## src/design/elink_tx_consts.svh

```systemverilog
`ifndef ELINK_TX_CONSTS_SVH
`define ELINK_TX_CONSTS_SVH

// ---------------------------------------------------------------------------
// word FIFO sizing
// ---------------------------------------------------------------------------

// tagged 18-bit words held by the FIFO, power of two
`define ELINK_FIFO_DEPTH 16

// occupancy at which prog_full goes high
// leaves room for the words still in flight from the framer
`define ELINK_PROG_FULL_THRESH 12

// ---------------------------------------------------------------------------
// message framing
// ---------------------------------------------------------------------------

// longest message in words
// the word at this position always carries the end of message code
`define ELINK_MSG_MAX_WORDS 8

`endif

```

## src/design/elink_tx_pkg.sv

```systemverilog
`default_nettype none

package elink_tx_pkg;

  // 2-bit word code, shared by FIFO words and line symbols
  typedef enum logic [1:0]
  {
    CODE_DATA  = 2'b00,  // middle of message
    CODE_EOM   = 2'b01,  // end of message
    CODE_SOM   = 2'b10,  // start of message
    CODE_COMMA = 2'b11   // idle / filler
  } elink_code_e;

  // tagged word as stored in the FIFO, 18 bits
  typedef struct packed
  {
    elink_code_e code;
    logic [15:0] payload;
  } elink_word_t;

  // one line symbol, 10 bits
  typedef struct packed
  {
    elink_code_e code;
    logic [7:0]  data;
  } elink_symbol_t;

  // framer: next word opens a message, or we are inside one
  typedef enum logic {FR_IDLE, FR_BODY} frame_state_e;

  // serializer: which half of the word goes out next
  typedef enum logic {PH_HIGH, PH_LOW} ser_phase_e;

endpackage

`default_nettype wire

```

## src/design/elink_msg_framer.sv

```systemverilog
`timescale 1ns/10ps
`default_nettype none
`include "elink_tx_consts.svh"

module elink_msg_framer
  import elink_tx_pkg::*;
(
  input  wire              rd_clk,
  input  wire              rst,
  input  wire              fifo_flush,  // drops the in-flight word too
  input  wire       [15:0] msg_data,
  input  wire              msg_valid,   // one-cycle write strobe
  input  wire              msg_last,    // sampled with msg_valid
  input  wire              full,        // from the word FIFO
  output elink_word_t      wr_word,
  output logic             wr_en,
  output logic             overflow     // write cycle hit a full FIFO
);

  localparam int CNT_W = $clog2(`ELINK_MSG_MAX_WORDS);
  localparam logic [CNT_W-1:0] LAST_POS = CNT_W'(`ELINK_MSG_MAX_WORDS - 1);

  frame_state_e     state;
  logic [CNT_W-1:0] word_cnt;    // words accepted so far in this message
  logic             end_of_msg;
  elink_code_e      next_code;

  // -------------------------------------------------------------------------
  // tagging of the incoming word
  // -------------------------------------------------------------------------
  always_comb
  begin
    // forced end once the message reaches max length
    end_of_msg = msg_last || (word_cnt == LAST_POS);
    if (end_of_msg)
      next_code = CODE_EOM;   // beats SOM, one-word msg is a lone EOM
    else if (state == FR_IDLE)
      next_code = CODE_SOM;
    else
      next_code = CODE_DATA;
  end

  // -------------------------------------------------------------------------
  // state, word count and write strobe
  // -------------------------------------------------------------------------
  always_ff @(posedge rd_clk)
  begin
    if (rst || fifo_flush)
    begin
      state    <= FR_IDLE;
      word_cnt <= '0;
      wr_en    <= 1'b0;
    end
    else
    begin
      wr_en <= msg_valid;  // write lands one cycle after the strobe
      if (msg_valid)
      begin
        // count moves on even if the FIFO drops the word
        if (end_of_msg)
        begin
          state    <= FR_IDLE;
          word_cnt <= '0;
        end
        else
        begin
          state    <= FR_BODY;
          word_cnt <= word_cnt + 1'b1;
        end
      end
    end
  end

  // write register, one word in flight
  always_ff @(posedge rd_clk)
  begin
    if (msg_valid)
    begin
      wr_word.code    <= next_code;
      wr_word.payload <= msg_data;
    end
  end

  assign overflow = wr_en & full;  // word is lost this cycle

endmodule

`default_nettype wire

```

## src/design/elink_word_fifo.sv

```systemverilog
`timescale 1ns/10ps
`default_nettype none
`include "elink_tx_consts.svh"

module elink_word_fifo
  import elink_tx_pkg::*;
#(
  parameter int DEPTH = `ELINK_FIFO_DEPTH  // power of two
)
(
  input  wire              rd_clk,
  input  wire              rst,
  input  wire              fifo_flush,
  input  wire elink_word_t wr_word,
  input  wire              wr_en,
  input  wire              pop,        // removes head at the edge
  output elink_word_t      rd_word,    // head word, valid when !empty
  output logic             full,
  output logic             empty,
  output logic             prog_full
);

  localparam int AW  = $clog2(DEPTH);
  localparam int CW  = AW + 1;
  localparam logic [AW:0] FULL_CNT = CW'(DEPTH);
  localparam logic [AW:0] PF_CNT   = CW'(`ELINK_PROG_FULL_THRESH);

  elink_word_t   mem [DEPTH];
  logic [AW-1:0] wr_ptr;
  logic [AW-1:0] rd_ptr;
  logic [AW:0]   count;    // words stored
  logic          do_wr;
  logic          do_rd;
  logic          clr_q;    // rst or flush seen last cycle
  logic          out_en;   // prog_full enable

  assign full  = (count == FULL_CNT);
  assign empty = (count == '0);
  assign do_wr = wr_en & ~full;   // write while full is ignored
  assign do_rd = pop & ~empty;

  assign rd_word = mem[rd_ptr];   // fall-through head

  // -------------------------------------------------------------------------
  // pointers and occupancy
  // -------------------------------------------------------------------------
  always_ff @(posedge rd_clk)
  begin
    if (rst || fifo_flush)
    begin
      wr_ptr <= '0;
      rd_ptr <= '0;
      count  <= '0;
    end
    else
    begin
      if (do_wr)
        wr_ptr <= wr_ptr + 1'b1;  // wraps, depth is 2**AW
      if (do_rd)
        rd_ptr <= rd_ptr + 1'b1;
      case ({do_wr, do_rd})
        2'b10:   count <= count + 1'b1;
        2'b01:   count <= count - 1'b1;
        default: count <= count;  // both or neither
      endcase
    end
  end

  always_ff @(posedge rd_clk)
  begin
    if (do_wr)
      mem[wr_ptr] <= wr_word;
  end

  // prog_full mask, low during and one cycle past rst/flush
  always_ff @(posedge rd_clk)
  begin
    if (rst)
    begin
      clr_q  <= 1'b1;
      out_en <= 1'b0;
    end
    else
    begin
      clr_q  <= fifo_flush;
      out_en <= ~(fifo_flush | clr_q);
    end
  end

  assign prog_full = out_en & (count >= PF_CNT);

endmodule

`default_nettype wire

```

## src/design/elink_byte_serializer.sv

```systemverilog
`timescale 1ns/10ps
`default_nettype none

module elink_byte_serializer
  import elink_tx_pkg::*;
(
  input  wire              rd_clk,
  input  wire              rst,
  input  wire              rd_en,     // one symbol per strobe
  input  wire elink_word_t rd_word,   // FIFO head
  input  wire              empty,
  output logic             pop,
  output elink_symbol_t    dout,
  output logic             dout_rdy   // rd_en delayed by one cycle
);

  localparam elink_symbol_t IDLE_SYM = '{code: CODE_COMMA, data: 8'h00};

  ser_phase_e  phase;
  elink_word_t held;   // word being sent
  logic        idle;   // high half went out as a comma

  // -------------------------------------------------------------------------
  // code of each half, from the word code
  // -------------------------------------------------------------------------

  // SOM marked on the low half, EOM on the high half
  function automatic elink_code_e high_code(input elink_code_e c);
    case (c)
      CODE_SOM:  high_code = CODE_COMMA;
      CODE_EOM:  high_code = CODE_EOM;
      CODE_DATA: high_code = CODE_DATA;
      default:   high_code = CODE_COMMA;  // never stored
    endcase
  endfunction

  function automatic elink_code_e low_code(input elink_code_e c);
    case (c)
      CODE_SOM:  low_code = CODE_SOM;
      CODE_EOM:  low_code = CODE_COMMA;
      CODE_DATA: low_code = CODE_DATA;
      default:   low_code = CODE_COMMA;
    endcase
  endfunction

  // take the head only at the start of a word
  assign pop = rd_en & (phase == PH_HIGH) & ~empty;

  // -------------------------------------------------------------------------
  // phase and output symbol
  // -------------------------------------------------------------------------
  always_ff @(posedge rd_clk)
  begin
    if (rst)
    begin
      phase    <= PH_HIGH;
      idle     <= 1'b1;
      dout_rdy <= 1'b0;
      dout     <= IDLE_SYM;
    end
    else
    begin
      dout_rdy <= rd_en;
      if (rd_en)
      begin
        if (phase == PH_HIGH)
        begin
          phase <= PH_LOW;
          idle  <= empty;        // nothing to send, pair of commas
          if (empty)
            dout <= IDLE_SYM;
          else
            dout <= '{code: high_code(rd_word.code), data: rd_word.payload[15:8]};
        end
        else
        begin
          phase <= PH_HIGH;
          if (idle)
            dout <= IDLE_SYM;
          else
            dout <= '{code: low_code(held.code), data: held.payload[7:0]};
        end
      end
    end
  end

  // latch the popped word for the low half
  always_ff @(posedge rd_clk)
  begin
    if (pop)
      held <= rd_word;
  end

endmodule

`default_nettype wire

```

## src/design/elink_tx_top.sv

```systemverilog
`timescale 1ns/10ps
`default_nettype none

module elink_tx_top
  import elink_tx_pkg::*;
(
  input  wire                rd_clk,
  input  wire                rst,
  input  wire         [15:0] msg_data,
  input  wire                msg_valid,
  input  wire                msg_last,
  input  wire                rd_en,       // line side read strobe
  input  wire                fifo_flush,
  output wire elink_symbol_t dout,
  output wire                dout_rdy,
  output wire                empty,
  output wire                full,
  output wire                prog_full,
  output wire                overflow
);

  // ---------------------------------------------------------------------------
  // framer -> FIFO -> serializer
  // ---------------------------------------------------------------------------
  wire elink_word_t wr_word;   // tagged word to the FIFO
  wire              wr_en;
  wire elink_word_t rd_word;   // FIFO head
  wire              pop;

  elink_msg_framer u_framer (
    .rd_clk     (rd_clk),
    .rst        (rst),
    .fifo_flush (fifo_flush),
    .msg_data   (msg_data),
    .msg_valid  (msg_valid),
    .msg_last   (msg_last),
    .full       (full),
    .wr_word    (wr_word),
    .wr_en      (wr_en),
    .overflow   (overflow)
  );

  elink_word_fifo u_fifo (
    .rd_clk     (rd_clk),
    .rst        (rst),
    .fifo_flush (fifo_flush),
    .wr_word    (wr_word),
    .wr_en      (wr_en),
    .pop        (pop),
    .rd_word    (rd_word),
    .full       (full),
    .empty      (empty),
    .prog_full  (prog_full)
  );

  elink_byte_serializer u_ser (
    .rd_clk   (rd_clk),
    .rst      (rst),
    .rd_en    (rd_en),
    .rd_word  (rd_word),
    .empty    (empty),
    .pop      (pop),
    .dout     (dout),
    .dout_rdy (dout_rdy)
  );

endmodule

`default_nettype wire

```

## config.mk

```make
export PLATFORM = sky130hd
export DESIGN_NAME = elink_tx_top
export DESIGN_NICKNAME = d
export VERILOG_FILES = /design/src/design/elink_tx_pkg.sv /design/src/design/elink_msg_framer.sv /design/src/design/elink_word_fifo.sv /design/src/design/elink_byte_serializer.sv /design/src/design/elink_tx_top.sv
export VERILOG_INCLUDE_DIRS = /design/src /design/src/design
export SDC_FILE = /design/constraint.sdc
export NUM_CORES = 1
export LEC_CHECK = 0
export BUFFER_PORTS_ARGS = -buffer_cell sky130_fd_sc_hd__clkbuf_2
export CORE_MARGIN = 10
export CORE_UTILIZATION = 54
export CTS_CLUSTER_SIZE = 20
export DETAILED_ROUTE_END_ITERATION = 8
export GPL_TIMING_DRIVEN = 0
export MAX_ROUTING_LAYER = met4
export PLACE_DENSITY = 0.67
export SLEW_MARGIN = 30
export SYNTH_ARGS = -nofsm -noshare
export SYNTH_HDL_FRONTEND = slang
export SYNTH_HIERARCHICAL = 1
export SYNTH_SLANG_ARGS = --single-unit
```

## constraint.sdc

```tcl
create_clock -name rd_clk -period 4.36 [get_ports rd_clk]
set_clock_uncertainty 0.05 [all_clocks]
set_input_delay 0.218 -clock rd_clk [delete_from_list [all_inputs] [get_ports rd_clk]]
set_output_delay 0.218 -clock rd_clk [all_outputs]
set_load 0.02 [all_outputs]
```

Word-level counts from Yosys, hierarchy flattened --
Memory sizes are Yosys's and may differ from the RTL's. A register that Yosys moved wholly into a read port is not among the register bits. Cells that the tools add are included.
Word-level totals: flip-flop bits (word level) 61, memory bits (writable) 288, bits of input ports 22, output and inout port bits 15, word-level logic and storage cells 62, memories kept 1
Operators by class: add/subtract/negate cells 5, order comparisons 1, equality and inequality tests 6, muxes and demuxes 14, bitwise logic cells 11, reduce and logical (&&, ||, !) cells 7
Memories:
- u_fifo.mem | words 16, bits a word 18, read ports 1, clocked after Yosys merged registers in 1, write ports 1, line elink_word_fifo.sv:28 | elink_word_t mem [DEPTH];
Operators by type and width (number):
- $mux W10 | 3
- $pmux W5 S2 | 1
- $add A4 B1 Y4 const B | 2
- $mux W4 | 2
- $pmux W2 S2 | 2
- $and A1 B1 Y1 | 6
- $add A5 B1 Y5 const B | 1
- $eq A5 B5 Y1 const B | 1
- $ge A5 B4 Y1 const B | 1
- $logic_not A5 Y1 | 1
- $sub A5 B1 Y5 const B | 1
- $eq A2 B1 Y1 const B | 2
- $eq A2 B2 Y1 const B | 2
- $logic_not A2 Y1 | 2
- $mux W1 | 4
- $not A1 Y1 | 4
- $add A3 B1 Y3 const B | 1
- $eq A3 B3 Y1 const B | 1
- $mux W3 | 1
- $logic_or A1 B1 Y1 | 2
- $mux W2 | 1
- $reduce_and A2 Y1 | 1
- $reduce_bool A2 Y1 | 1
- $or A1 B1 Y1 | 1

Depth between registers and ports, before layout --
Gate-level depths: netlist of run 1.
depth in word-level cells 6, gate-level depth with buffers 15, depth with buffers taken out 12

Modules after synthesis --
The synthesis of run 1 kept the hierarchy.
By module, submodules not included:
- elink_word_fifo | times used 1, cells an instance 574, area each 11837.6 µm², sequential area each 9028.7 µm²
- elink_byte_serializer | times used 1, cells an instance 66, area each 912.1 µm², sequential area each 560.5 µm²
- elink_msg_framer | times used 1, cells an instance 43, area each 782.0 µm², sequential area each 640.6 µm²

Worst setup path before layout of run 1 --
OpenSTA, ideal clock, no wires.
path type register to register, from register u_fifo.count[1], to register u_fifo.count[4], arrival time 3.615 ns, slack 0.623 ns, cell stages (with the launch flop) 16, path buffers 3, clock period less this slack 3.737 ns, cell sequence dfxtp_1 -> buf_6 -> or4_4 -> buf_6 -> nor2_1 -> nor2_1 -> o21ai_4 -> inv_1 -> ha_1 -> clkbuf_1 -> xor2_1 -> ha_1 -> inv_1 -> o221ai_1 -> a221oi_1 -> mux2i_1
Between the ends: longest elaborated chain between the ends 6, elaborated cells on any way between the ends 13
Ends and longest elaborated chain:
- start, declared | line elink_word_fifo.sv:31 | logic [AW:0] count;
- start signal, assigned | line elink_word_fifo.sv:62 | 2'b10: count <= count + 1'b1;
- start signal, assigned | line elink_word_fifo.sv:63 | 2'b01: count <= count - 1'b1;
- start signal, assigned | line elink_word_fifo.sv:64 | default: count <= count;
- $logic_not A5 Y1 (*) | line elink_word_fifo.sv:38 | assign empty = (count == '0);
- via empty | line elink_tx_top.sv:16 | output wire empty,
- $not A1 Y1 (*) | line elink_byte_serializer.sv:47 | assign pop = rd_en & (phase == PH_HIGH) & ~empty;
- $and A1 B1 Y1 (*) | line elink_byte_serializer.sv:47
- via pop | line elink_tx_top.sv:28 | wire pop;
- $and A1 B1 Y1 (*) | line elink_word_fifo.sv:40 | assign do_rd = pop & ~empty;
- via u_fifo.do_rd | line elink_word_fifo.sv:33 | logic do_rd;
- $eq A2 B1 Y1 or $eq A2 B2 Y1 (tied branches) | line elink_word_fifo.sv:61 | case ({do_wr, do_rd})
- $pmux W5 S2 or $reduce_bool A2 Y1 (tied branches)
Mark *: on every way through the listed nets, which the timed path passes. The rest lies on a longest branch. A chain may end at the register's enable or synchronous reset.

Final worst setup path of run 1 --
from register u_fifo.count[2], to register u_fifo.count[4]
Between the ends: longest elaborated chain between the ends 6, elaborated cells on any way between the ends 13
Ends and longest elaborated chain (line):
- $logic_not A5 Y1 (*) | elink_word_fifo.sv:38
- $not A1 Y1 (*) | elink_byte_serializer.sv:47
- $and A1 B1 Y1 (*) | elink_byte_serializer.sv:47
- via pop | elink_tx_top.sv:28
- $and A1 B1 Y1 (*) | elink_word_fifo.sv:40
- via u_fifo.do_rd | elink_word_fifo.sv:33
- $eq A2 B1 Y1 or $eq A2 B2 Y1 (tied branches) | elink_word_fifo.sv:61
- $pmux W5 S2 or $reduce_bool A2 Y1 (tied branches)
Marks and branches as above.

==> results of run 1 <==
layout make-up:
type,count,area share
flip-flops and latches,353,0.648
multi-input cells,283,0.203
clock buffers,46,0.0614
repair buffers,74,0.0394
well taps,324,0.0257
plain buffers,35,0.0106
clock inverters,16,0.00966
inverters,12,0.00285
state kept, by name, summed over array words and instances (netlist names), named ones only:
signal,cells
u_fifo/count,5
u_fifo/clr_q,1
u_ser/idle,1
u_framer/state,1
u_fifo/mem,288
u_ser/dout_rdy,1
u_framer/word_cnt,3
u_framer/wr_word,18
u_fifo/wr_ptr,4
u_ser/phase,1
u_fifo/out_en,1
u_framer/wr_en,1
u_ser/held,10
u_fifo/rd_ptr,4
u_ser/dout,10
through the flow:
stage               instances  setup WS (ns)   util
floorplan                 683          0.623      -
global placement         1043        -0.0124  0.577
detailed placement       1064          0.101  0.593
CTS                      1143         0.0438  0.646
global route             1143          0.256  0.646
finish                   1143          0.435  0.646
placed cells by master, fill, tap and decap left out, types with 4 or more instances in the layout:
master         instances
edfxtp_1             316
mux4_2                72
clkbuf_16             37
dfxtp_1               37
clkbuf_2              36
a22oi_1               36
nand2_1               27
clkbuf_1              25
nor2_1                21
dlygate4sd3_1         17
buf_4                 14
nand2b_1              13
nor2_4                12
buf_2                 11
inv_1                 11
ha_1                  10
nor3b_1                9
clkinv_2               8
a21oi_1                8
xor2_1                 6
a221o_1                6
clkinv_1               5
nor3_2                 4
mux2i_1                4
o211ai_1               4
buf_8                  4
buf_16                 4
nand4bb_1              4
cell usage after synthesis (3+ instances only):
| master | count |
|---|---|
| a21oi_1 | 8 |
| a221o_1 | 6 |
| a22oi_1 | 36 |
| buf_1 | 3 |
| buf_2 | 11 |
| clkbuf_1 | 17 |
| dfxtp_1 | 37 |
| edfxtp_1 | 316 |
| ha_1 | 10 |
| inv_1 | 11 |
| mux2i_1 | 4 |
| mux4_2 | 72 |
| nand2_1 | 27 |
| nand2b_1 | 13 |
| nand4bb_1 | 4 |
| nor2_1 | 35 |
| nor2b_1 | 3 |
| nor3_1 | 5 |
| nor3b_1 | 9 |
| o211ai_1 | 4 |
| xor2_1 | 6 |
metal layers:
layer | part of all wire | vias to the layer above | GRT usage | wire length (microns)
met1 | 0.40 | 3550 | 0.245 | 11800
met4 | 0.018 | 0 | 0.0489 | 514
met3 | 0.058 | 40 | 0.0349 | 1700
met5 | 0 | - | - | 0
met2 | 0.52 | 215 | 0.329 | 15200
li1 | - | 3010 | - | -
worst max-delay path: stages, from the launching register on:
cell,delay [ns]
dfxtp_1,0.29
buf_2,0.16
or4_4,0.50
buf_6,0.16
nor2_2,0.48
nor2_2,0.22
buf_6,0.22
o21ai_4,0.10
inv_1,0.07
ha_1,0.20
clkbuf_1,0.20
xor2_1,0.19
ha_1,0.22
inv_1,0.12
o221ai_1,0.13
a221oi_1,0.33
mux2i_1,0.21
timing repair:
action | 4_1_cts | 5_1_grt
resized for setup | 0 | 1
hold endpoints to repair | 20 | 0
setup endpoints to repair | 0 | 1
hold buffers | 17 | 0
logic make-up after synthesis:
kind of cell	after synthesis	synth area share
buffers and inverters	47	0.0157
flip-flops	353	0.756
adder cells (fa/ha/maj)	10	0.00925
AND/OR/NAND/NOR	119	0.0502
multiplexers	76	0.123
XOR/XNOR	7	0.00453
AO/OA/AOI/OAI	71	0.0415
report_power, final:
part	internal [W]	switching (W)	leakage, nW	total [W]
Clock	0.00175	0.00119	0.553	0.00294
Combinational	0.0000439	0.0000531	1.43	0.0000970
Sequential	0.00373	0.0000639	3.16	0.00380
Total	0.00552	0.00131	5.14	0.00683
final timing paths:
| path | from | to | slack, ns | cells after the start |
|---|---|---|---|---|
| setup / recovery | u_fifo/count[2] | u_fifo/count[4] | 0.43 | 16 |
| hold / removal | fifo_flush | u_fifo/count[4] | 0.03 | 4 |
| setup reg to reg | u_fifo/count[2] | u_fifo/count[4] | 0.43 | 16 |
| hold reg to reg | u_fifo/clr_q | u_fifo/out_en | 0.34 | 1 |
==> results.yml, run 1 <==
synthesis:
  yosys_warnings: 6
  synth.area.top_cells: "edfxtp_1, mux4_2, dfxtp_1, a22oi_1, nor2_1"
  synth-edff-count: 316
  synth_top_cell_by_area: "edfxtp_1"
  synth_ff_type: "edfxtp_1"
  syn_inst: 683
  synth_cell_types: 56
  ys_seq_area_frac: 0.756
  yosysTopAreaCellShare: 0.701
  synth_area_per_cell_sq_um: 19.8
  asyncSetResetFlopFracSynth: 0
  syn_area_sq_um: 13500
  syn-num-nets: 715
  synth_seq_cells: 353
die:
  die_area_sq_um: 31800
  die_height_microns: 178
  rows: 57
  io_pins: 37
  core_sq_um: 24500
  start_util: 0.553
  fp.dieW_microns: 178
placed_design:
  port_buffers: 36
  postPlaceCellArea_sq_um: 14500
  hpwlAfterDp_microns: 19300
  place.gp.congestion: 0.830
final_layout:
  fillers: 1621
  multi_input_area_sq_um: 3200
  area_delta_synth_final_pct: 16.7
  diodes: 0
  final_cell_area_sq_um: 15800
  seq_area_sq_um: 10200
  nets: 827
  drive_above_1_share: 0.271
timing:
  maxSlewViolCount: 0
  timing.final.crit_share: 0.900
  worst-slew-pin-transition_ns: 0.924
  post-route-min-period_ns: 3.93
  setup_viol: 0
  hold_viol_final: 0
  hold_slack_ns: 0.0303
  timing.slew.headroom: 0.384
  rsz0062_at_grt: "false"
  clock.fmax_mhz: 255
  final.setup.tns_ns: 0
cts:
  cts_tree: "done"
  clock_sink_count: 353
  clk_pin_slew_ns: 0.06
  ctsLongestPathBuffers: 3
  h-tree-depth: 2
  postCtsSetupBuffers: 0
  numCtsBuffers: 36
  ctsRootBufferMaster: "clkbuf_16"
  clk_latency_ns: 0.51
grt:
  antenna_found_initial: 0
  globalRoute.totalOverflow: 0
  grt_pass1_wl_microns: 44600
  first_global_vias: 7221
  track_usage: 0.196
  grt_start_max_net_pins: 28
worst_setup_path:
  cp-end-kind: "register"
  startpoint_type: "register"
  crit_fanout: 9
  crit_arrival_ns: 4.31
  cp.required_ns: 4.75
  critPathKind: "reg2reg"
power_and_ir_drop:
  power.total_w: 0.00683
  power.density_nw_per_um2: 433
  peakVddDrop_uv: 340
  p_leak_nw: 5.14
route:
  viasPerCell: 5.96
  wirelength_microns: 29200
  drt_iter0_drc: 576
  route.vias.total: 6815
  wl_per_cell_microns: 25.6
  first_pass_iters: 5
  drc_errors: 0
  ant_nets: 0
run:
  drv_cap: 0
worst_hold_path:
  hold_class: "in2reg"
run_status:
  status: "complete, no violations"
Power figures use the tool's default switching activity.
==> run 2: changes to the inputs <==
--- a/config.mk
+++ b/config.mk
@@ -7,13 +7,15 @@
 export NUM_CORES = 1
 export LEC_CHECK = 0
 export BUFFER_PORTS_ARGS = -buffer_cell sky130_fd_sc_hd__clkbuf_2
+export CELL_PAD_IN_SITES_DETAIL_PLACEMENT = 1
+export CELL_PAD_IN_SITES_GLOBAL_PLACEMENT = 2
 export CORE_MARGIN = 10
-export CORE_UTILIZATION = 54
+export CORE_UTILIZATION = 49
 export CTS_CLUSTER_SIZE = 20
 export DETAILED_ROUTE_END_ITERATION = 8
 export GPL_TIMING_DRIVEN = 0
 export MAX_ROUTING_LAYER = met4
-export PLACE_DENSITY = 0.67
+export PLACE_DENSITY = 0.75
 export SLEW_MARGIN = 30
 export SYNTH_ARGS = -nofsm -noshare
 export SYNTH_HDL_FRONTEND = slang
==> run 2 against run 1 <==
  * Hold slack got worse by 0.012 ns
  * First-iteration DRC count increased by 7.5%
  * Fmax decreased by 2.4%
  * Critical path depth decreased by 1
  * Total power increased by 2.6%
  * Largest power group unchanged
  * Combinational power decreased by 2.7%
  * Flip-flop and latch count unchanged
==> results.yml, run 2 (same netlist as run 1, synthesis figures left out) <==
run_status:
  status: "complete, no violations"
final_layout:
  area_delta_synth_final_pct: 18.2
  drive_above_1_share: 0.273
  diodes: 0
  largest_reg_flops: 288
  mostFrequentLayoutCells: "edfxtp_1, mux4_2, clkbuf_16"
  reg_top3: "u_fifo/mem x288, u_framer/wr_word x18"
  fillers: 2326
  nets: 832
  utilization: 0.590
  final_cells: 1201
  final_common_cell: "edfxtp_1"
  largest-register: "u_fifo/mem"
timing:
  setup_viol: 0
  rsz0062_at_grt: "false"
  timing.final.crit_share: 0.923
  clock.fmax_mhz: 249
  post-route-min-period_ns: 4.02
  hold_viol_final: 0
  final.setup.tns_ns: 0
  hold_slack_ns: 0.0184
  timing.slew.headroom: 0.329
  maxSlewViolCount: 0
  worst-slew-pin-transition_ns: 1.00
die:
  die_area_sq_um: 34700
  core_sq_um: 27100
  fp.dieW_microns: 186
  io_pins: 37
  rows: 60
  die_height_microns: 186
  start_util: 0.499
route:
  ant_nets: 0
  drc_errors: 0
  wl_per_cell_microns: 25.7
  drt_iter0_drc: 619
  route.vias.total: 6913
  first_pass_iters: 5
  wirelength_microns: 30800
  viasPerCell: 5.76
worst_hold_path:
  hold_class: "in2reg"
cts:
  numCtsBuffers: 38
  clock_sink_count: 353
  h-tree-depth: 2
  cts-resized-gates: 0
  ctsLongestPathBuffers: 3
  clk_latency_ns: 0.52
  postCtsSetupBuffers: 0
  cts_tree: "done"
  clk_pin_slew_ns: 0.06
  ctsRootBufferMaster: "clkbuf_16"
grt:
  grt_pass1_wl_microns: 46800
  grt_start_max_net_pins: 28
  track_usage: 0.188
  first_global_vias: 7540
  antenna_found_initial: 0
  globalRoute.totalOverflow: 0
placed_design:
  place.gp.congestion: 0.761
  hpwlAfterDp_microns: 21500
  place_inst: 1115
  port_buffers: 36
worst_setup_path:
  crit_fanout: 14
  startpoint_type: "register"
  crit_arrival_ns: 4.42
  slowest_stage: "nor2_1"
  cp.required_ns: 4.76
  critPathKind: "reg2reg"
  critPathTopFamily: "simple AND/OR/NAND/NOR gates"
  cp_cell_sequence: "buf_2, or4_4, buf_6, nor2_1, nor2_2, o21ai_4, inv_1, ha_1, clkbuf_1, xor2_1, ha_1, inv_1, o221ai_1, a221oi_1, mux2i_1"
  max_stage_delay_ns: 0.59
  crit_buf_inv: 5
  cp-end-kind: "register"
power_and_ir_drop:
  p_int_w: 0.00566
  p_leak_nw: 5.20
  p_sw_frac: 0.194
  seqPwrFrac: 0.542
  comb_power_share: 0.013
  p_clk_frac: 0.445
  power.density_nw_per_um2: 439
  peakVddDrop_uv: 294
  netSwitchingPower_w: 0.00136
run:
  drv_cap: 0
==> run 2: area by class of cell <==
cell class / count / area (sq um) / share of cell area
repair buffers: 77 / 671 / 0.0419
plain buffers: 35 / 168 / 0.0105
clock buffers: 48 / 1010 / 0.0631
clock inverters: 21 / 203 / 0.0127
multi-input cells: 283 / 3200 / 0.200
flip-flops and latches: 353 / 10200 / 0.640
inverters: 12 / 45.0 / 0.00282
well taps: 372 / 465 / 0.0291
==> run 2: tightest hold or removal path, stage by stage <==
cell	delay, ns
clkbuf_2	0.09
nor2_1	0.09
nand2_1	0.08
mux2i_1	0.06
==> run 2: power groups by stage <==
stage	clock (W)	combinational [W]	sequential [W]
after floorplan	0	0.0000426	0.00384
after global placement	0	0.0000758	0.00386
after detailed placement	0	0.0000827	0.00387
after CTS	0.00318	0.0000953	0.00380
after global routing	0.00334	0.000103	0.00380
final	0.00312	0.0000944	0.00380
==> run 2: final timing paths <==
check	from	to	slack, ns	depth (start not counted)
worst max register to register	u_fifo/count[2]	u_fifo/count[4]	0.34	15
worst min register to register	u_fifo/clr_q	u_fifo/out_en	0.33	1
worst min-delay path	fifo_flush	u_fifo/count[4]	0.02	4
worst max-delay path	u_fifo/count[2]	u_fifo/count[4]	0.34	15
==> run 2: metal layers <==
metal | wire, microns | vias up | global-route usage
met5 | 0 | - | -
met4 | 364 | 0 | 0.0403
met3 | 1800 | 31 | 0.0322
met2 | 15700 | 215 | 0.308
met1 | 12900 | 3644 | 0.244
li1 | - | 3023 | -
==> run 2: metrics by stage <==
step	instance area [sq um]	setup WS (ns)	power [W]
after global placement	14200	0.269	0.00393
final	16000	0.337	0.00701
after detailed placement	14600	0.347	0.00395
after floorplan	13500	0.623	0.00388
after CTS	16000	0.317	0.00708
after global routing	16000	0.120	0.00725
==> run 2: repair_timing <==
item	in CTS	in global routing
endpoints found under the hold margin	20	0
hold buffers	17	0
endpoints found under the setup margin	0	0
